===== src/logic/ks10Pkg.sv =====
package ks10Pkg;

   ////////////////////////////////////////////////////////////
   // Widths
   ////////////////////////////////////////////////////////////

   // Words are numbered 0 (MSB) to 35
   localparam int wordWidth    = 36;
   localparam int halfWidth    = wordWidth / 2;

   // Ramfile word address
   localparam int ramAddrWidth = 10;

   // Virtual address field of the VMA
   localparam int addrWidth    = 22;

   // Lowest addresses map onto the ACs
   localparam int acLimit      = 16;
   localparam int acNumWidth   = $clog2(acLimit);

   ////////////////////////////////////////////////////////////
   // Control word field codes
   ////////////////////////////////////////////////////////////

   // DBUS source select
   localparam logic [0:1] selFlags   = 2'b00;
   localparam logic [0:1] selDp      = 2'b01;
   localparam logic [0:1] selRamfile = 2'b10;
   localparam logic [0:1] selDbm     = 2'b11;

   // DBM source select
   localparam logic [0:1] dbmSwap    = 2'b00;
   localparam logic [0:1] dbmVma     = 2'b01;
   localparam logic [0:1] dbmMem     = 2'b10;
   localparam logic [0:1] dbmNum     = 2'b11;

   // Ramfile address source
   localparam logic       ramAc      = 1'b0;
   localparam logic       ramVma     = 1'b1;

   // Microaddresses where an AC reference leaves the DBM alone
   localparam logic [0:11] forceExceptA = 12'o1146;
   localparam logic [0:11] forceExceptB = 12'o3666;

   ////////////////////////////////////////////////////////////
   // Structured types
   ////////////////////////////////////////////////////////////

   // Left and right halves of a data word
   typedef struct packed {
      logic [0:halfWidth-1] left;
      logic [0:halfWidth-1] right;
   } halfPair;

   // Data word, raw or split into halves
   typedef union packed {
      logic [0:wordWidth-1] raw;
      halfPair              halves;
   } dataWord;

   // Control ROM fields seen by the data bus path
   typedef struct packed {
      logic [0:11] jAddr;
      logic [0:1]  dbusSel;
      logic [0:1]  dbmSel;
      logic        vmaLoad;
      logic        vmaInc;
      logic        vmaRead;
      logic        vmaWrite;
      logic        vmaPhys;
      logic        ramWrite;
      logic        ramAddrSel;
      // Immediate number field
      logic [0:8]  number;
   } cromWord;

   // VMA register layout
   typedef struct packed {
      logic                                 user;
      logic                                 read;
      logic                                 write;
      logic                                 phys;
      logic [4:13]                          reserved;
      logic [wordWidth-addrWidth:wordWidth-1] address;
   } vmaWord;

endpackage


===== src/logic/dbmMux.sv =====
`timescale 1ns/1ps

module dbmMux
(
   input  ks10Pkg::cromWord crom,
   input  ks10Pkg::dataWord dp,
   input  ks10Pkg::dataWord memData,
   input  ks10Pkg::vmaWord  vmaReg,
   output ks10Pkg::dataWord dbm
);

   import ks10Pkg::*;

   ////////////////////////////////////////////////////////////
   // DBM sources
   ////////////////////////////////////////////////////////////

   // Datapath with left and right swapped
   dataWord swapWord;

   // Number field copied into both halves
   dataWord numWord;

   // VMA seen as a plain data word
   dataWord vmaData;

   always_comb
   begin
      swapWord.halves.left  = dp.halves.right;
      swapWord.halves.right = dp.halves.left;
   end

   always_comb
   begin
      // Zero extend the 9 bit number
      numWord.halves.left  = halfWidth'(crom.number);
      numWord.halves.right = halfWidth'(crom.number);
   end

   // VMA goes out as stored, flags included
   assign vmaData.raw = vmaReg;

   ////////////////////////////////////////////////////////////
   // Four way select
   ////////////////////////////////////////////////////////////

   always_comb
   begin
      case (crom.dbmSel)
         dbmSwap:
         begin
            dbm = swapWord;
         end
         dbmVma:
         begin
            dbm = vmaData;
         end
         dbmMem:
         begin
            // Memory bus read data
            dbm = memData;
         end
         dbmNum:
         begin
            dbm = numWord;
         end
         default:
         begin
            dbm = memData;
         end
      endcase
   end

endmodule


===== config.mk =====
export PLATFORM = sky130hd
export DESIGN_NAME = dbmMux
export DESIGN_NICKNAME = d
export VERILOG_FILES = /design/src/logic/ks10Pkg.sv /design/src/logic/dbmMux.sv
export SDC_FILE = /design/constraint.sdc
export NUM_CORES = 1
export LEC_CHECK = 0
export ABC_AREA = 1
export BUFFER_PORTS_ARGS = -buffer_cell sky130_fd_sc_hd__buf_2
export CORE_AREA = 2 2 69 71
export DETAILED_ROUTE_END_ITERATION = 7
export DIE_AREA = 0 0 71 73
export PLACE_DENSITY = 0.66
export SETUP_SLACK_MARGIN = 0.5
export SLEW_MARGIN = 0
export SYNTH_ARGS = -nofsm -noshare
export SYNTH_HDL_FRONTEND = slang
export SYNTH_SLANG_ARGS = --single-unit

===== constraint.sdc =====
create_clock -name vclk -period 0.8
set_input_delay 0.08 -clock vclk [all_inputs]
set_output_delay 0.08 -clock vclk [all_outputs]
set_load 0.005 [all_outputs]

* Word level (Yosys, flattened, before mapping) *
Cells that the tools add are included.
W data, S select, Z words.

cells by class
  equality and inequality tests = 3
  mux-type cells = 1
  reductions and logical operators = 1

operator list
  cell                  number
  $pmux W36 S4          1
  $eq A2 B2 Y1 const B  2
  $eq A2 B1 Y1 const B  1
  $logic_not A2 Y1      1

storage, ports and cells
  flip-flop bits (word level) = 0
  bits of input ports = 140
  output and inout port bits = 36
  word-level logic and storage cells = 5

* Longest topological paths before layout *
  depth after elaboration = 2
  gate-level depth with buffers = 5

* Worst setup path before layout *
No wires, ideal clock.

  path kind = input to output
  start = input crom[16] (netlist name)
  end = output dbm[10] (netlist name)
  arrival = 0.671 ns
  setup slack = 0.049 ns
  cell stages on the path = 5
  buffers on the path = 2
  cells stage by stage = buf_4 -> nor2_8 -> buf_4 -> nand2_1 -> nand3_1

RTL lines
  what                line         text
  start: declaration  dbmMux.sv:5  input ks10Pkg::cromWord crom,
  end: declaration    dbmMux.sv:9  output ks10Pkg::dataWord dbm

==> results.md <==
- Footprint of the multi-input gates: 1060 µm²
- Synth area leaders: nand3_1 38%, nand2_1 32%, nand4_1 13%
- Final antenna-violating net count: 0
- Die Area: 5180 µm²
- Flip-flop and latch area: 0 µm²
- First-pass GRT wire length: between 7 and 8 mm
- HPWL Detailed: 3.41 mm
- Fin. max-slew vios: 0
- Placed instance area: 1740 µm²
- Status: complete, but fails checks
- Hold Path Origin: dp[0]
- Post-Synthesis Cell Area: 837 µm²
- Clock buffer count: 0
- Hold Crit Depth: 4
- Max Fanout on Critical Path: 4
- Congestion Overflow GR: 0
- Max Cap Viol: 0
- Worst setup EP type: primary output
- Peak VDD IR: roughly 0.27 mV
- Filler instances: 450
- Vias in the first global route: 1,598
- Layout cells sized above 1: 67.8%
- Achievable Freq: around 1100 MHz
- DR pass1 iterations: 4
- Slowest CP cell: clkbuf_16
- Largest net degree at the start of global routing: 28
- Seq Cell Count: 0
- # IOs: 176
- Leading cell type in the layout, fill and taps excluded: buf_2
- Endpoints failing hold: 0
- RSZ-0062 raised after global routing: true
- First DRT Iteration DRCs: between 60 and 70
- Post-Route WL: 5.44 mm
- Type of the most critical hold path: in2out
- Crit path DAT: 0.87 ns
- Total core area: 4540 µm²
- Synth Net Count: 311
- Share of the synthesized area in the top cell type: 37.7%
- Worst setup SP type: input port
- Hold Path End: dbm[18]
- Ant. Diodes: 0
- Power per cell area: 539 nW/µm²
- DRC Markers: 0
- Synth unique cells: 8
- All-Layer GR Usage: 16.4%
- Leak pwr: 0.00135 µW
- Final #Nets: 480
- Max_slew headroom: 83.3%
- Via density: 4.88
- Placed cell count: between 300 and 400
- Critical Path, Cell by Cell: buf_12 > nor2_4 > buf_6 > clkbuf_16 > nand2_2 > nand3_2 > buf_2
- Synth-to-layout area growth: 170%
- Final Cell Area: approximately 2300 µm²
- Std-Cell Rows: 25
- Vias: about 1,900
- Seq/Total Area, Yosys: 0%
- DIE HEIGHT: 73 µm
- Tcrit/Tclk final: 119%
- Initial Utilization: 18.5%
- Non-Filler Instances: 392
- Mapped Avg Cell Area: 4.90 µm²
- Final Worst Setup Slack: -0.152 ns
- Crit path required time: 0.72 ns
- Peak per-stage delay on the critical path: approximately 0.16 ns
- Min Tclk post-route: 0.952 ns
- Gp weighted congestion: 0.705
- Cells after synthesis: ~170
- Setup-failing EPs final: 36
- WL/cell: 13.9 µm
- Yosys Warn Count: 0
- I/O Buffers: 155
- Initial antenna violation count: 0
- Commonest cells after routing, fill and taps aside: 153 x buf_2, 46 x nand2_1, 45 x nand3_1
- Die Span X: ~71 µm
- Failing checks: setup timing
- Power consumption: 1220 µW
- Cts hold-fix bufs: 0
- Worst-Margin Slew: 0.250 ns
- Critical path type: in2out
- Post-synth top area cell: nand3_1
-- stage by stage --
step / setup slack, ns / hold WS (ns) / util, % / TNS (ns)
6_report: -0.152 / 0.434 / 49.8 / -4.46
5_1_grt: -0.197 / 0.444 / 49.8 / -6.00
4_1_cts: -0.125 / 0.430 / 41.9 / -3.60
3_5_place_dp: -0.224 / 0.430 / 38.3 / -7.03
3_3_place_gp: -0.222 / 0.426 / 38.3 / -6.80
2_1_floorplan: 0.142 / 0.260 / - / 0
-- layout make-up --
class              count  share of cell area (%)
multi-input cells    162                    46.8
well taps             54                    2.99
inverters              2                   0.775
repair buffers       174                    49.5
-- metal layers --
layer / vias to the layer above / part of all wire (%) / GRT usage [%]
li1: 950 / - / -
met1: 854 / 37 / 19.4
met2: 104 / 53 / 32.7
met3: 4 / 9.3 / 2.62
met4: 0 / 0.63 / 0
met5: - / 0 / 0
-- what timing repair did --
item / 4_1_cts / 5_1_grt
resized for setup: 17 / 65
cloned: 7 / 4
pin swaps: 5 / 29
setup endpoints to repair: 36 / 36
buffers inserted: 3 / 0
-- logic make-up (layout without fill, tap and decap cells) --
| kind of cell | Yosys count | after routing | synth area share (%) |
|---|---|---|---|
| buffers and inverters | 15 | 176 | 11.1 |
| and+or+nand+nor | 156 | 162 | 88.9 |
-- how the worst max path moves through the flow --
stage          startpoint       to  slack (ns)  cells past startpoint
2_1_floorplan    crom[17]  dbm[10]        0.14                      5
3_3_place_gp     crom[17]  dbm[14]       -0.22                      6
3_5_place_dp     crom[16]   dbm[4]       -0.22                      5
4_1_cts          crom[17]  dbm[10]       -0.12                      7
5_1_grt          crom[16]   dbm[2]       -0.20                      7
6_report         crom[16]  dbm[30]       -0.15                      7
-- worst max-delay path: cells and delay by family --
kind                   cells  cell delay, ns
buffers and inverters      4            0.54
and+or+nand+nor            3            0.26
-- power by group --
part	switching, µW	internal (µW)
clock	0	0
sequential	0	0
combinational	569	649
total	569	649
-- cells in the mapped netlist --
| cell | n |
|---|---|
| nand3_1 | 63 |
| buf_4 | 8 |
| nor2_8 | 2 |
| nor2_2 | 1 |
| nand4_1 | 18 |
| buf_2 | 5 |
| inv_2 | 2 |
| nand2_1 | 72 |
Power figures use the tool's default switching activity.
