===== src/logic/ks10Pkg.sv =====
package ks10Pkg;

   ////////////////////////////////////////////////////////////
   // Widths
   ////////////////////////////////////////////////////////////

   // Words are numbered 0 (MSB) to 35
   localparam int wordWidth    = 36;
   localparam int halfWidth    = wordWidth / 2;

   // Ramfile word address
   localparam int ramAddrWidth = 10;

   // Virtual address field of the VMA
   localparam int addrWidth    = 22;

   // Lowest addresses map onto the ACs
   localparam int acLimit      = 16;
   localparam int acNumWidth   = $clog2(acLimit);

   ////////////////////////////////////////////////////////////
   // Control word field codes
   ////////////////////////////////////////////////////////////

   // DBUS source select
   localparam logic [0:1] selFlags   = 2'b00;
   localparam logic [0:1] selDp      = 2'b01;
   localparam logic [0:1] selRamfile = 2'b10;
   localparam logic [0:1] selDbm     = 2'b11;

   // DBM source select
   localparam logic [0:1] dbmSwap    = 2'b00;
   localparam logic [0:1] dbmVma     = 2'b01;
   localparam logic [0:1] dbmMem     = 2'b10;
   localparam logic [0:1] dbmNum     = 2'b11;

   // Ramfile address source
   localparam logic       ramAc      = 1'b0;
   localparam logic       ramVma     = 1'b1;

   // Microaddresses where an AC reference leaves the DBM alone
   localparam logic [0:11] forceExceptA = 12'o1146;
   localparam logic [0:11] forceExceptB = 12'o3666;

   ////////////////////////////////////////////////////////////
   // Structured types
   ////////////////////////////////////////////////////////////

   // Left and right halves of a data word
   typedef struct packed {
      logic [0:halfWidth-1] left;
      logic [0:halfWidth-1] right;
   } halfPair;

   // Data word, raw or split into halves
   typedef union packed {
      logic [0:wordWidth-1] raw;
      halfPair              halves;
   } dataWord;

   // Control ROM fields seen by the data bus path
   typedef struct packed {
      logic [0:11] jAddr;
      logic [0:1]  dbusSel;
      logic [0:1]  dbmSel;
      logic        vmaLoad;
      logic        vmaInc;
      logic        vmaRead;
      logic        vmaWrite;
      logic        vmaPhys;
      logic        ramWrite;
      logic        ramAddrSel;
      // Immediate number field
      logic [0:8]  number;
   } cromWord;

   // VMA register layout
   typedef struct packed {
      logic                                 user;
      logic                                 read;
      logic                                 write;
      logic                                 phys;
      logic [4:13]                          reserved;
      logic [wordWidth-addrWidth:wordWidth-1] address;
   } vmaWord;

endpackage


===== src/logic/dbusMux.sv =====
`timescale 1ns/1ps

module dbusMux
(
   input  logic             clk,
   input  logic             rstN,
   input  ks10Pkg::cromWord crom,
   input  logic             cacheHit,
   input  logic             acRef,
   input  logic [0:2]       piReqPri,
   input  logic [0:17]      pcFlags,
   input  ks10Pkg::vmaWord  vmaReg,
   input  ks10Pkg::dataWord dp,
   input  ks10Pkg::dataWord ramData,
   input  ks10Pkg::dataWord dbm,
   output ks10Pkg::dataWord dbus
);

   import ks10Pkg::*;

   ////////////////////////////////////////////////////////////
   // Force ramfile
   ////////////////////////////////////////////////////////////

   // Read cycle that hits the ACs or the cache
   logic forceRamfile;

   // Microaddress is one of the two AC exceptions
   logic forceExcept;

   assign forceExcept = (crom.jAddr == forceExceptA) || (crom.jAddr == forceExceptB);

   // AC reads outside the exceptions, or any cache hit read
   assign forceRamfile = (acRef && vmaReg.read && !forceExcept) ||
                         (cacheHit && vmaReg.read);

   ////////////////////////////////////////////////////////////
   // DBUS select
   ////////////////////////////////////////////////////////////

   // Flags word
   dataWord flagsWord;

   // PC flags, zero, PI level, four ones, low VMA bits
   assign flagsWord.raw = {pcFlags, 1'b0, piReqPri, 4'b1111, vmaReg.address[26:35]};

   always_comb
   begin
      case (crom.dbusSel)
         selFlags:
         begin
            dbus = flagsWord;
         end
         selDp:
         begin
            dbus = dp;
         end
         selRamfile:
         begin
            dbus = ramData;
         end
         selDbm:
         begin
            // Ramfile replaces memory on a forced read
            dbus = forceRamfile ? ramData : dbm;
         end
         default:
         begin
            dbus = dp;
         end
      endcase
   end

   // Every selected source is driven once out of reset
   dbusKnown : assert property (
      @(posedge clk) disable iff (!rstN) !$isunknown(dbus));

endmodule


===== config.mk =====
export PLATFORM = sky130hd
export DESIGN_NAME = dbusMux
export DESIGN_NICKNAME = d
export VERILOG_FILES = /design/src/logic/ks10Pkg.sv /design/src/logic/dbusMux.sv
export SDC_FILE = /design/constraint.sdc
export NUM_CORES = 1
export LEC_CHECK = 0
export BUFFER_PORTS_ARGS = -buffer_cell sky130_fd_sc_hd__buf_2
export CAP_MARGIN = 20
export CORE_AREA = 2 2 91 93
export DETAILED_ROUTE_END_ITERATION = 16
export DIE_AREA = 0 0 93 95
export GPL_ROUTABILITY_DRIVEN = 1
export SLEW_MARGIN = 15
export SYNTH_ARGS = -nofsm -noshare
export SYNTH_HDL_FRONTEND = slang
export SYNTH_SLANG_ARGS = --single-unit

===== constraint.sdc =====
create_clock -name vclk -period 4.31
set_clock_uncertainty 0.15 [all_clocks]
set_input_delay 0.862 -clock vclk [all_inputs]
set_output_delay 0.862 -clock vclk [all_outputs]
set_load 0.005 [all_outputs]

# [Word level (Yosys, flattened, before mapping)]
# Cells that the tools add are included.
# Widths: inputs -> output; s select.
[totals] output_inout_bits=36 elab_cells=14 inputBits=201 register_bits=0
[op_classes] mux=2 eq_ne=5 reduce_logical=7
[op_table] cell="$pmux 36 s4" n=1
[op_table] cell="$mux 36" n=1
[op_table] cell="$eq 12x10->1 const B" n=1
[op_table] cell="$eq 12x11->1 const B" n=1
[op_table] cell="$eq 2x2->1 const B" n=2
[op_table] cell="$logic_and 1x1->1" n=3
[op_table] cell="$eq 2x1->1 const B" n=1
[op_table] cell="$logic_not 2->1" n=1
[op_table] cell="$logic_or 1x1->1" n=2
[op_table] cell="$logic_not 1->1" n=1

# [Longest topological paths before layout]
[logic_depth] depth_word=7 ltp_mapped=6 mapped_depth_nobuf=5

# [Least setup slack after synthesis]
# Ideal clock, no wire load.
[synth_path] path_type="input to output" startpoint="in crom[19] in the netlist's numbering" endpoint="out dbus[0] in the netlist's numbering" t_required_ps=3298 path_buffers=2 setup_slack_ps=1242 t_arrival_ps=2056 path_stages=5 path_cell_list="buf_6 > inv_4 > buf_4 > mux4_2 > a221o_1"
[synth_lines] element="from (decl)" line_no="dbusMux.sv:7" rtl="input ks10Pkg::cromWord crom,"
[synth_lines] element="to (decl)" line_no="dbusMux.sv:16" rtl="output ks10Pkg::dataWord dbus"

==> flow_summary_export.csv <==
group,metric,value,unit
run_status,outcome,"finished, final reports clean",
route,drt_first_pass_iters,4,
critical_path,timing.critical_path.cells,"buf_2 -> and4b_1 -> mux2i_4 -> nor2_4 -> nor3_4 -> buf_4 -> a221o_1 -> buf_2",
route,wl_per_cell,15.2,um
final_layout,numSequentialCells,0,
yosys,number_of_cells_produced_by_synthesis,143,
pwr,max-vdd-ir-drop,0.0458,mV
final_layout,post-route-util,0.331,
worst_hold_path,hold-path-endpoint,"dbus[32]",
placed_design,port-buffer-count,192,
final_layout,layout-drive-gt1-share,0.735,
timing,final_min_period_over_clock_period,0.878,
final_layout,regArea,0,sq um
final_layout,num_antenna_cells,0,
route,detail-route-antenna-nets,0,
yosys,synth.cell_area,1620,sq um
yosys,synth_warnings,0,
timing,final.setup.tns,0,ns
clock_tree,cts_resized,0,
floorplanning,die_w,93,um
global_route,gr-total-overflow,0,
timing,setup_repair_after_global_routing_missed_its_margin,"false",
yosys,netlist.area_leader.share,0.432,
final_layout,fin_nets,527,
global_route,grt_pass1_vias,2125,
final_layout,n_fill_cell,875,
clock_tree,post_cts.repair.setup_buffers,0,
flow_run,max_cap_viol_count,0,
global_route,grt_util_all_layers,0.129,
placed_design,place.gp.congestion,0.710,
floorplanning,placeableCoreArea,7930,sq um
critical_path,cp.buffers_inverters,3,
placed_design,hpwl,5400,um
timing,slew_limit_headroom,0.574,
global_route,pin_count_of_the_biggest_net_entering_global_routing,39,
critical_path,cp_top_family,"simple AND/OR/NAND/NOR gates",
floorplanning,row_count,33,
pwr,power_report.internal_total,0.000163,W
timing,report.final.setup_viol,0,
timing,timing.final.crit_period,3.79,ns
critical_path,critical-path-top-cell-by-count,"sky130_fd_sc_hd__buf_2",
timing,transition_time_at_the_pin_with_the_least_slew_margin,0.637,ns
timing,final-hold-violation-count,0,
critical_path,worst_ep_arrival_time,2.77,ns
placed_design,dpl_cell_area,2630,sq um
pwr,net_sw_power,0.000102,W
yosys,netlist_top_cells_area,"sky130_fd_sc_hd__mux4_2, sky130_fd_sc_hd__a221o_1, sky130_fd_sc_hd__and2_1",
floorplanning,io_pins,237,
critical_path,end_kind,"primary output",
critical_path,path_max_fanout,18,
final_layout,clockBufferCount,0,
yosys,synth_nets,344,
pwr,cellLeakagePower,1.27,nW
global_route,grt_antenna_before_repair,0,
route,viasPerCell,5.05,
yosys,synth.cells.most_frequent,"sky130_fd_sc_hd__a221o_1, sky130_fd_sc_hd__mux4_2, sky130_fd_sc_hd__and2_1",
floorplanning,die_h,95,um
critical_path,startpoint,"crom[27]",
critical_path,worstPathRequired,3.30,ns
critical_path,crit_path_start_kind,"input port",
final_layout,syn2layout_area_growth,62.3,%
yosys,syn_area_per_cell,11.3,sq um
critical_path,slowest_stage,"sky130_fd_sc_hd__nor3_4",
route,drtIter0Drc,109,
yosys,synth_top_cell_by_area,"sky130_fd_sc_hd__mux4_2",
yosys,seq_area_frac_synth,0,
worst_hold_path,timing.hold.worst.class,"input port to primary output",
route,detail_route.wirelength,6510,um
clock_tree,post_cts_hold_buffer_count,0,
global_route,grt_pass1_wl,9590,um
pwr,share_seq_of_total_power,0,
pwr,fraction_of_power_spent_switching_nets,0.386,
critical_path,path_class,"input port to primary output",
route,residual_drc_count,0,
critical_path,critical_path.max_stage_delay,0.56,ns
pwr,p_clk_frac,0,
timing,fmax,264,MHz
placed_design,preCtsSetupSlack,0.468,ns
worst_hold_path,worstHoldStart,"ramData[32]",
yosys,synth_cell_types,28,
final_layout,finalInstanceArea,2630,sq um
floorplanning,floorplan.initialDensity,0.204,
route,vias,2168,
timing,final_critical_path_setup_slack,0.524,ns
timing,maxSlewViolCount,0,
pwr,power_per_cell_area,101,nW/um^2
worst_hold_path,hold_path_depth,3,
pwr,power.share.combinational,1.000,
floorplanning,die_area,8840,sq um
metrics by stage:
step / total power [W] / std cells / hold WS [ns]
floorplan: 0.000144 / 143 / 1.67
detailed placement: 0.000268 / 429 / 1.87
finish: 0.000265 / 429 / 1.87
CTS: 0.000269 / 429 / 1.87
global route: 0.000289 / 429 / 1.89
global placement: 0.000262 / 429 / 1.87
layer usage:
metal	vias to the layer above	global-route usage	routed length, um
li1	1000	-	-
met1	1052	0.151	2460
met2	116	0.261	3500
met3	0	0.0192	551
met4	0	0.00245	0
met5	-	0	0
worst max-delay path by stage:
stage | endpoint | slack, ns | cells past startpoint
after detailed placement | dbus[25] | 0.47 | 8
after global routing | dbus[25] | 0.36 | 8
final | dbus[25] | 0.52 | 8
after floorplan | dbus[0] | 1.24 | 5
after CTS | dbus[25] | 0.46 | 8
after global placement | dbus[25] | 0.48 | 8
layout make-up:
cell class,instances,area [sq um],share of cell area
inverters,3,13.8,0.00524
multi-input cells,123,1470,0.561
well taps,105,131,0.0500
repair buffers,198,1010,0.383
power groups by stage:
stage	registers, W	clock network, W	logic, W
6_report	0	0	0.000265
5_1_grt	0	0	0.000289
4_1_cts	0	0	0.000269
3_5_place_dp	0	0	0.000268
3_3_place_gp	0	0	0.000262
2_1_floorplan	0	0	0.000144
layout by cell type, fill, tap and decap left out, types with 2 or more instances in the layout:
| cell type | synthesis | layout |
|---|---|---|
| sky130_fd_sc_hd__buf_2 | 5 | 192 |
| sky130_fd_sc_hd__mux4_2 | 31 | 31 |
| sky130_fd_sc_hd__a221o_1 | 31 | 31 |
| sky130_fd_sc_hd__and2_1 | 23 | 23 |
| sky130_fd_sc_hd__and2_0 | 8 | 8 |
| sky130_fd_sc_hd__nand2_1 | 6 | 6 |
| sky130_fd_sc_hd__buf_4 | 4 | 6 |
| sky130_fd_sc_hd__o22ai_1 | 4 | 4 |
| sky130_fd_sc_hd__o221a_1 | 4 | 4 |
| sky130_fd_sc_hd__nor3_4 | 2 | 2 |
| sky130_fd_sc_hd__inv_1 | 2 | 2 |
cells by family after synthesis:
kind of cell,synth area share
AND/OR/NAND/NOR,0.206
AO/OA/AOI/OAI,0.259
multiplexers,0.445
buffers and inverters,0.0889
No activity file was read; power rests on OpenSTA's default activity.
