File: src/logic/ks10Pkg.sv
package ks10Pkg;

   ////////////////////////////////////////////////////////////
   // Widths
   ////////////////////////////////////////////////////////////

   // Words are numbered 0 (MSB) to 35
   localparam int wordWidth    = 36;
   localparam int halfWidth    = wordWidth / 2;

   // Ramfile word address
   localparam int ramAddrWidth = 10;

   // Virtual address field of the VMA
   localparam int addrWidth    = 22;

   // Lowest addresses map onto the ACs
   localparam int acLimit      = 16;
   localparam int acNumWidth   = $clog2(acLimit);

   ////////////////////////////////////////////////////////////
   // Control word field codes
   ////////////////////////////////////////////////////////////

   // DBUS source select
   localparam logic [0:1] selFlags   = 2'b00;
   localparam logic [0:1] selDp      = 2'b01;
   localparam logic [0:1] selRamfile = 2'b10;
   localparam logic [0:1] selDbm     = 2'b11;

   // DBM source select
   localparam logic [0:1] dbmSwap    = 2'b00;
   localparam logic [0:1] dbmVma     = 2'b01;
   localparam logic [0:1] dbmMem     = 2'b10;
   localparam logic [0:1] dbmNum     = 2'b11;

   // Ramfile address source
   localparam logic       ramAc      = 1'b0;
   localparam logic       ramVma     = 1'b1;

   // Microaddresses where an AC reference leaves the DBM alone
   localparam logic [0:11] forceExceptA = 12'o1146;
   localparam logic [0:11] forceExceptB = 12'o3666;

   ////////////////////////////////////////////////////////////
   // Structured types
   ////////////////////////////////////////////////////////////

   // Left and right halves of a data word
   typedef struct packed {
      logic [0:halfWidth-1] left;
      logic [0:halfWidth-1] right;
   } halfPair;

   // Data word, raw or split into halves
   typedef union packed {
      logic [0:wordWidth-1] raw;
      halfPair              halves;
   } dataWord;

   // Control ROM fields seen by the data bus path
   typedef struct packed {
      logic [0:11] jAddr;
      logic [0:1]  dbusSel;
      logic [0:1]  dbmSel;
      logic        vmaLoad;
      logic        vmaInc;
      logic        vmaRead;
      logic        vmaWrite;
      logic        vmaPhys;
      logic        ramWrite;
      logic        ramAddrSel;
      // Immediate number field
      logic [0:8]  number;
   } cromWord;

   // VMA register layout
   typedef struct packed {
      logic                                 user;
      logic                                 read;
      logic                                 write;
      logic                                 phys;
      logic [4:13]                          reserved;
      logic [wordWidth-addrWidth:wordWidth-1] address;
   } vmaWord;

endpackage

File: src/logic/vmaRegister.sv
`timescale 1ns/1ps

module vmaRegister
(
   input  logic             clk,
   input  logic             rstN,
   input  ks10Pkg::cromWord crom,
   input  ks10Pkg::dataWord dp,
   output ks10Pkg::vmaWord  vmaReg,
   output logic             acRef
);

   import ks10Pkg::*;

   ////////////////////////////////////////////////////////////
   // VMA register
   ////////////////////////////////////////////////////////////

   // Next VMA value
   vmaWord vmaNext;

   always_comb
   begin
      vmaNext = vmaReg;
      if (crom.vmaLoad)
      begin
         // Load clears the flags that the control word does not set
         vmaNext          = '0;
         vmaNext.read     = crom.vmaRead;
         vmaNext.write    = crom.vmaWrite;
         vmaNext.phys     = crom.vmaPhys;
         // Address from the right of the datapath word
         vmaNext.address  = dp.raw[wordWidth-addrWidth:wordWidth-1];
      end
      else if (crom.vmaInc)
      begin
         // Flags hold, address wraps
         vmaNext.address  = vmaReg.address + addrWidth'(1);
      end
   end

   always_ff @(posedge clk)
   begin
      if (!rstN)
      begin
         vmaReg <= '0;
      end
      else
      begin
         vmaReg <= vmaNext;
      end
   end

   // AC reference
   // Low 16 words and not a physical reference
   assign acRef = (vmaReg.address < addrWidth'(acLimit)) && !vmaReg.phys;

   // Load and increment strobes are exclusive in the microcode
   loadIncExclusive : assert property (
      @(posedge clk) disable iff (!rstN) !(crom.vmaLoad && crom.vmaInc));

endmodule

File: config.mk
export PLATFORM = sky130hd
export DESIGN_NAME = vmaRegister
export DESIGN_NICKNAME = d
export VERILOG_FILES = /design/src/logic/ks10Pkg.sv /design/src/logic/vmaRegister.sv
export SDC_FILE = /design/constraint.sdc
export NUM_CORES = 1
export LEC_CHECK = 0
export BUFFER_PORTS_ARGS = -buffer_cell sky130_fd_sc_hd__buf_2
export CAP_MARGIN = 5
export CORE_ASPECT_RATIO = 0.75
export CORE_UTILIZATION = 44
export DETAILED_ROUTE_END_ITERATION = 8
export PLACE_DENSITY = 0.82
export RECOVER_POWER = 50
export SYNTH_ARGS = -nofsm -noshare
export SYNTH_HDL_FRONTEND = slang
export SYNTH_SLANG_ARGS = --single-unit
File: constraint.sdc
create_clock -name clk -period 3.5 [get_ports clk]
set_input_delay 0.35 -clock clk [delete_from_list [all_inputs] [get_ports clk]]
set_output_delay 0.35 -clock clk [all_outputs]
set_load 0.05 [all_outputs]
Word level (Yosys, flattened, before mapping)

Cells that the tools add are included.

Flip-flop bits (word level): 25
Bits of input ports: 70
Logic and storage cells: 11

Multiplexer cells: 2
Order comparisons: 1
Reduce and logical (&&, ||, !) cells: 3
$add $sub $neg: 1

Operator list:

| kind                                                | count |
|---|---|
| two-way mux 22 bit                                  | 2 |
| adder 22 x 1 -> 22 bit, second input constant       | 1 |
| < comparator 22 x 5 -> 1 bit, second input constant | 1 |
| nonzero test 2 bit                                  | 1 |
| logical AND 1 bit                                   | 1 |
| logical NOT 1 bit                                   | 1 |

Longest topological paths before layout

Depth after elaboration: 3
Depth in mapped cells: 6

Least setup slack after synthesis

OpenSTA, ideal clock, no wires.

Path kind: register to output
Start: register vmaReg[7] (netlist bit)
End: output acRef
Arrival: 2.460 ns
Slack: 0.690 ns
Path buffers: 1
Data required time: 3.150 ns
Cell stages (with the launch flop): 5
Cells stage by stage: dfxtp_1 -> buf_6 -> nor4_1 -> nand4_1 -> nor4_1

Cells in the longest elaborated chain, start to end: 2

RTL lines:

| what                         | RTL line          | RTL |
|---|---|---|
| start, declared              | vmaRegister.sv:9  | `output ks10Pkg::vmaWord vmaReg,` |
| start signal, assigned       | vmaRegister.sv:50 | `vmaReg <= vmaNext;` |
| < comparator 22 x 5 -> 1 bit | vmaRegister.sv:56 | `assign acRef = (vmaReg.address < addrWidth'(acLimit)) && !vmaReg.phys;` |
| logical AND 1 bit            | vmaRegister.sv:56 |  |
| end, declared                | vmaRegister.sv:10 | `output logic acRef` |

Every way passes these cells.

Worst setup path after layout

Ends and elaborated chain as after synthesis.

==> impl_metrics.yaml <==
critical_path:
  cpLargestDelayFamily: "simple AND/OR/NAND/NOR gates"
  crit_chain: "nor4_1, nand4_1, nor4_1, buf_2"
  cp_slowest_stage_delay_ps: 410
  crit_path_end_kind: "output port"
  critPathMostFrequentCell: "sky130_fd_sc_hd__nor4_1"
  critPathKind: "reg -> out"
  cp_max_fo: 10
  critical_path_start_type: "flop"
  worst-path-buf-inv: 1
  crit_required_ps: 3150
  critical_path.slowest_cell: "sky130_fd_sc_hd__dfxtp_1"
  cp_data_arrival_time_ps: 1680
clock_tree:
  cts_tree: "yes"
  post-cts-setup-buffer-count: 0
  clockRootBuffer: "sky130_fd_sc_hd__clkbuf_8"
  cts.htree.levels: 1
  clockBufferDepth: 2
  clock_pin_slew_worst_setup_and_hold_paths_ps: 90
  worst_skew_pair.late_latency_ps: 270
  cts_sinks: 25
  cts_hold_repair_buffers: 0
  numCtsBuffers: 3
  post_cts.resized_instances: 0
finish:
  largest_reg_flops: 25
  registers.top_by_ff_count: "vmaReg"
  final_core_util_pct: 53.1
  reg_top3: "vmaReg (25)"
  final_layout_size_suffix_gt1_share_pct: 19.5
  area.growth.synth_to_final_pct: 15.0
  antenna_cells_inserted: 0
  final_net_count: 303
  num-fill-cells: 350
route:
  detailedRoute.firstIterationViolations: 72
  routedWlPerCell_um: 12.7
  drc: 0
  route.final.wire_length_um: 3450
  antenna_violating_nets_post_route: 0
  routed_vias: 1470
  drt_first_pass_iters: 4
  post_drt_via_cell_ratio: 5.42
timing:
  rsz_0062_raised_after_global_routing: "no"
  layout_worst_path_cycle_share_pct: 57.9
  worst_slew_margin_rel_pct: 30.1
  maxSlewViolCount: 0
  timing.fmax_mhz: 493
  finalClockSkew_ps: 2.99
  setup_viol_count_final: 0
  worst-slew-pin-transition_ps: 1050
  totalNegativeSetupSlack_ps: 0
  report.final.hold_viol_count: 0
  min_period_ps: 2030
pwr:
  leakagePower_nw: 0.719
  power.density_cell_area_nw_per_um2: 395
  max-vdd-ir-drop_mv: 0.267
place:
  port-buffer-count: 54
  post-dp-hpwl_um: 2530
  gp_congestion: 0.813
status:
  status: "complete, no violations"
yosys:
  postSynthRegisterBits: 25
  synth_warnings: 0
  yosysSeqAreaShare_pct: 32.7
  yosys.area.top_type_share_pct: 32.7
  synth.cell_area_um2: 1530
  post_synth_inst_count: 185
  synth_top_cell_by_area: "sky130_fd_sc_hd__dfxtp_1"
  synthesis.area_per_instance_um2: 8.26
  ys_top_cells_by_area: "sky130_fd_sc_hd__dfxtp_1, sky130_fd_sc_hd__o21ai_0, sky130_fd_sc_hd__buf_4"
  post_synth_edffs: 0
  yosysUniqueCellTypes: 38
  synth-async-reset-ratio_pct: 0
  yosys_most_used_dff: "sky130_fd_sc_hd__dfxtp_1"
floorplan:
  start_util_pct: 46.2
  floorplan.die.width_um: 70.1
  core_region_area_um2: 3310
  dieHeight_um: 53.1
  die_area_um2: 3720
  floorplan.io_pins: 107
  number_of_rows_in_the_core_area: 18
run:
  maxCapViolations: 0
global_route:
  first_pass_grt_wire_length_um: 5790
  grt_start_max_net_pins: 37
  first_global_vias: 1318
  grtUsageTotal_pct: 19.7
  grt_remaining_overflow: 0
  antenna_violations_before_repair: 0
hold_path:
  worstHoldPathType: "in -> reg"
==> cell type report <==
type	count	area, um^2	area share, %
multi-input combinational	143	891	50.7
sequential	25	500	28.5
tap	40	50.0	2.85
timing repair buffer	55	255	14.5
inverter	4	15.0	0.854
clock inverter	1	5.00	0.285
clock buffer	3	41.3	2.35
==> cell usage in the layout (no fill, tap or decap), types with 2 or more instances in the layout <==
master                      count
sky130_fd_sc_hd__conb_1        11
sky130_fd_sc_hd__dfxtp_1       25
sky130_fd_sc_hd__xnor2_1        6
sky130_fd_sc_hd__clkbuf_1      18
sky130_fd_sc_hd__and2_1         3
sky130_fd_sc_hd__or3_1          4
sky130_fd_sc_hd__clkbuf_8       3
sky130_fd_sc_hd__a31oi_1        5
sky130_fd_sc_hd__or4_1          5
sky130_fd_sc_hd__buf_2         36
sky130_fd_sc_hd__inv_1          3
sky130_fd_sc_hd__nor2_1         4
sky130_fd_sc_hd__nand4_1       10
sky130_fd_sc_hd__nand3_1       11
sky130_fd_sc_hd__nor2b_1        3
sky130_fd_sc_hd__xor2_1         5
sky130_fd_sc_hd__nor4_1         8
sky130_fd_sc_hd__o2111ai_1      2
sky130_fd_sc_hd__a21oi_1        6
sky130_fd_sc_hd__mux2i_1        4
sky130_fd_sc_hd__nand4_2        2
sky130_fd_sc_hd__o31ai_1        4
sky130_fd_sc_hd__nor3b_1        2
sky130_fd_sc_hd__o21ai_0       17
sky130_fd_sc_hd__and4_1         3
sky130_fd_sc_hd__nand2_1       15
sky130_fd_sc_hd__o211a_1        5
==> where the power goes <==
part / switching [mW] / internal [mW] / total (mW)
Combinational: 0.139 / 0.0478 / 0.187
Clock: 0.0930 / 0.0797 / 0.173
Sequential: 0.0307 / 0.304 / 0.335
Total: 0.263 / 0.432 / 0.694
==> cell families (layout without fill, tap and decap cells) <==
group,count (synthesis),count (layout),synth area share [%]
xor gates and xnor gates,11,11,6.30
adders and majority gates,1,1,0.818
muxes,4,4,2.62
other,1,11,0.245
buffers and inverters,27,63,11.5
AOI/OAI and AO/OA,41,41,16.9
and+or+nand+nor,75,75,28.9
DFF,25,25,32.7
==> per-layer routing <==
layer / global-route usage (%) / vias up / share of wire [%]
li1: - / 759 / -
met1: 25.4 / 667 / 52
met2: 32.2 / 42 / 42
met3: 5.52 / 2 / 6.4
met4: 6.00 / 0 / 0.26
met5: 0 / - / 0
==> synth_stat cells (all sizes together) (5+ instances only) <==
| cell | n |
|---|---|
| buf | 15 |
| nor4 | 8 |
| nand3 | 11 |
| dfxtp | 25 |
| nand2 | 15 |
| o21ai | 17 |
| xnor2 | 6 |
| clkbuf | 7 |
| nand4 | 12 |
| xor2 | 5 |
| a21oi | 6 |
| a31oi | 5 |
| o211a | 5 |
| or4 | 5 |
==> path summary, 6_finish.rpt <==
path         startpoint    endpoint  slack [ps]  depth (start not counted)
max reg2reg   vmaReg[3]  vmaReg[19]        1540                          4
min reg2reg  vmaReg[33]  vmaReg[33]         540                          2
min               dp[0]   vmaReg[0]         290                          2
max           vmaReg[7]       acRef        1470                          4
==> through the flow <==
stage | setup slack, ps | power [mW] | hold slack [ps] | instances | instance area, um^2
2_1_floorplan | 690 | 0.496 | 488 | 195 | 1570
3_3_place_gp | 1570 | 0.529 | 492 | 267 | 1730
3_5_place_dp | 1570 | 0.531 | 521 | 267 | 1730
4_1_cts | 1480 | 0.704 | 288 | 271 | 1780
5_1_grt | 1380 | 0.726 | 296 | 271 | 1760
6_report | 1470 | 0.694 | 293 | 271 | 1760
Note: power is estimated with default switching activity, not from simulation.
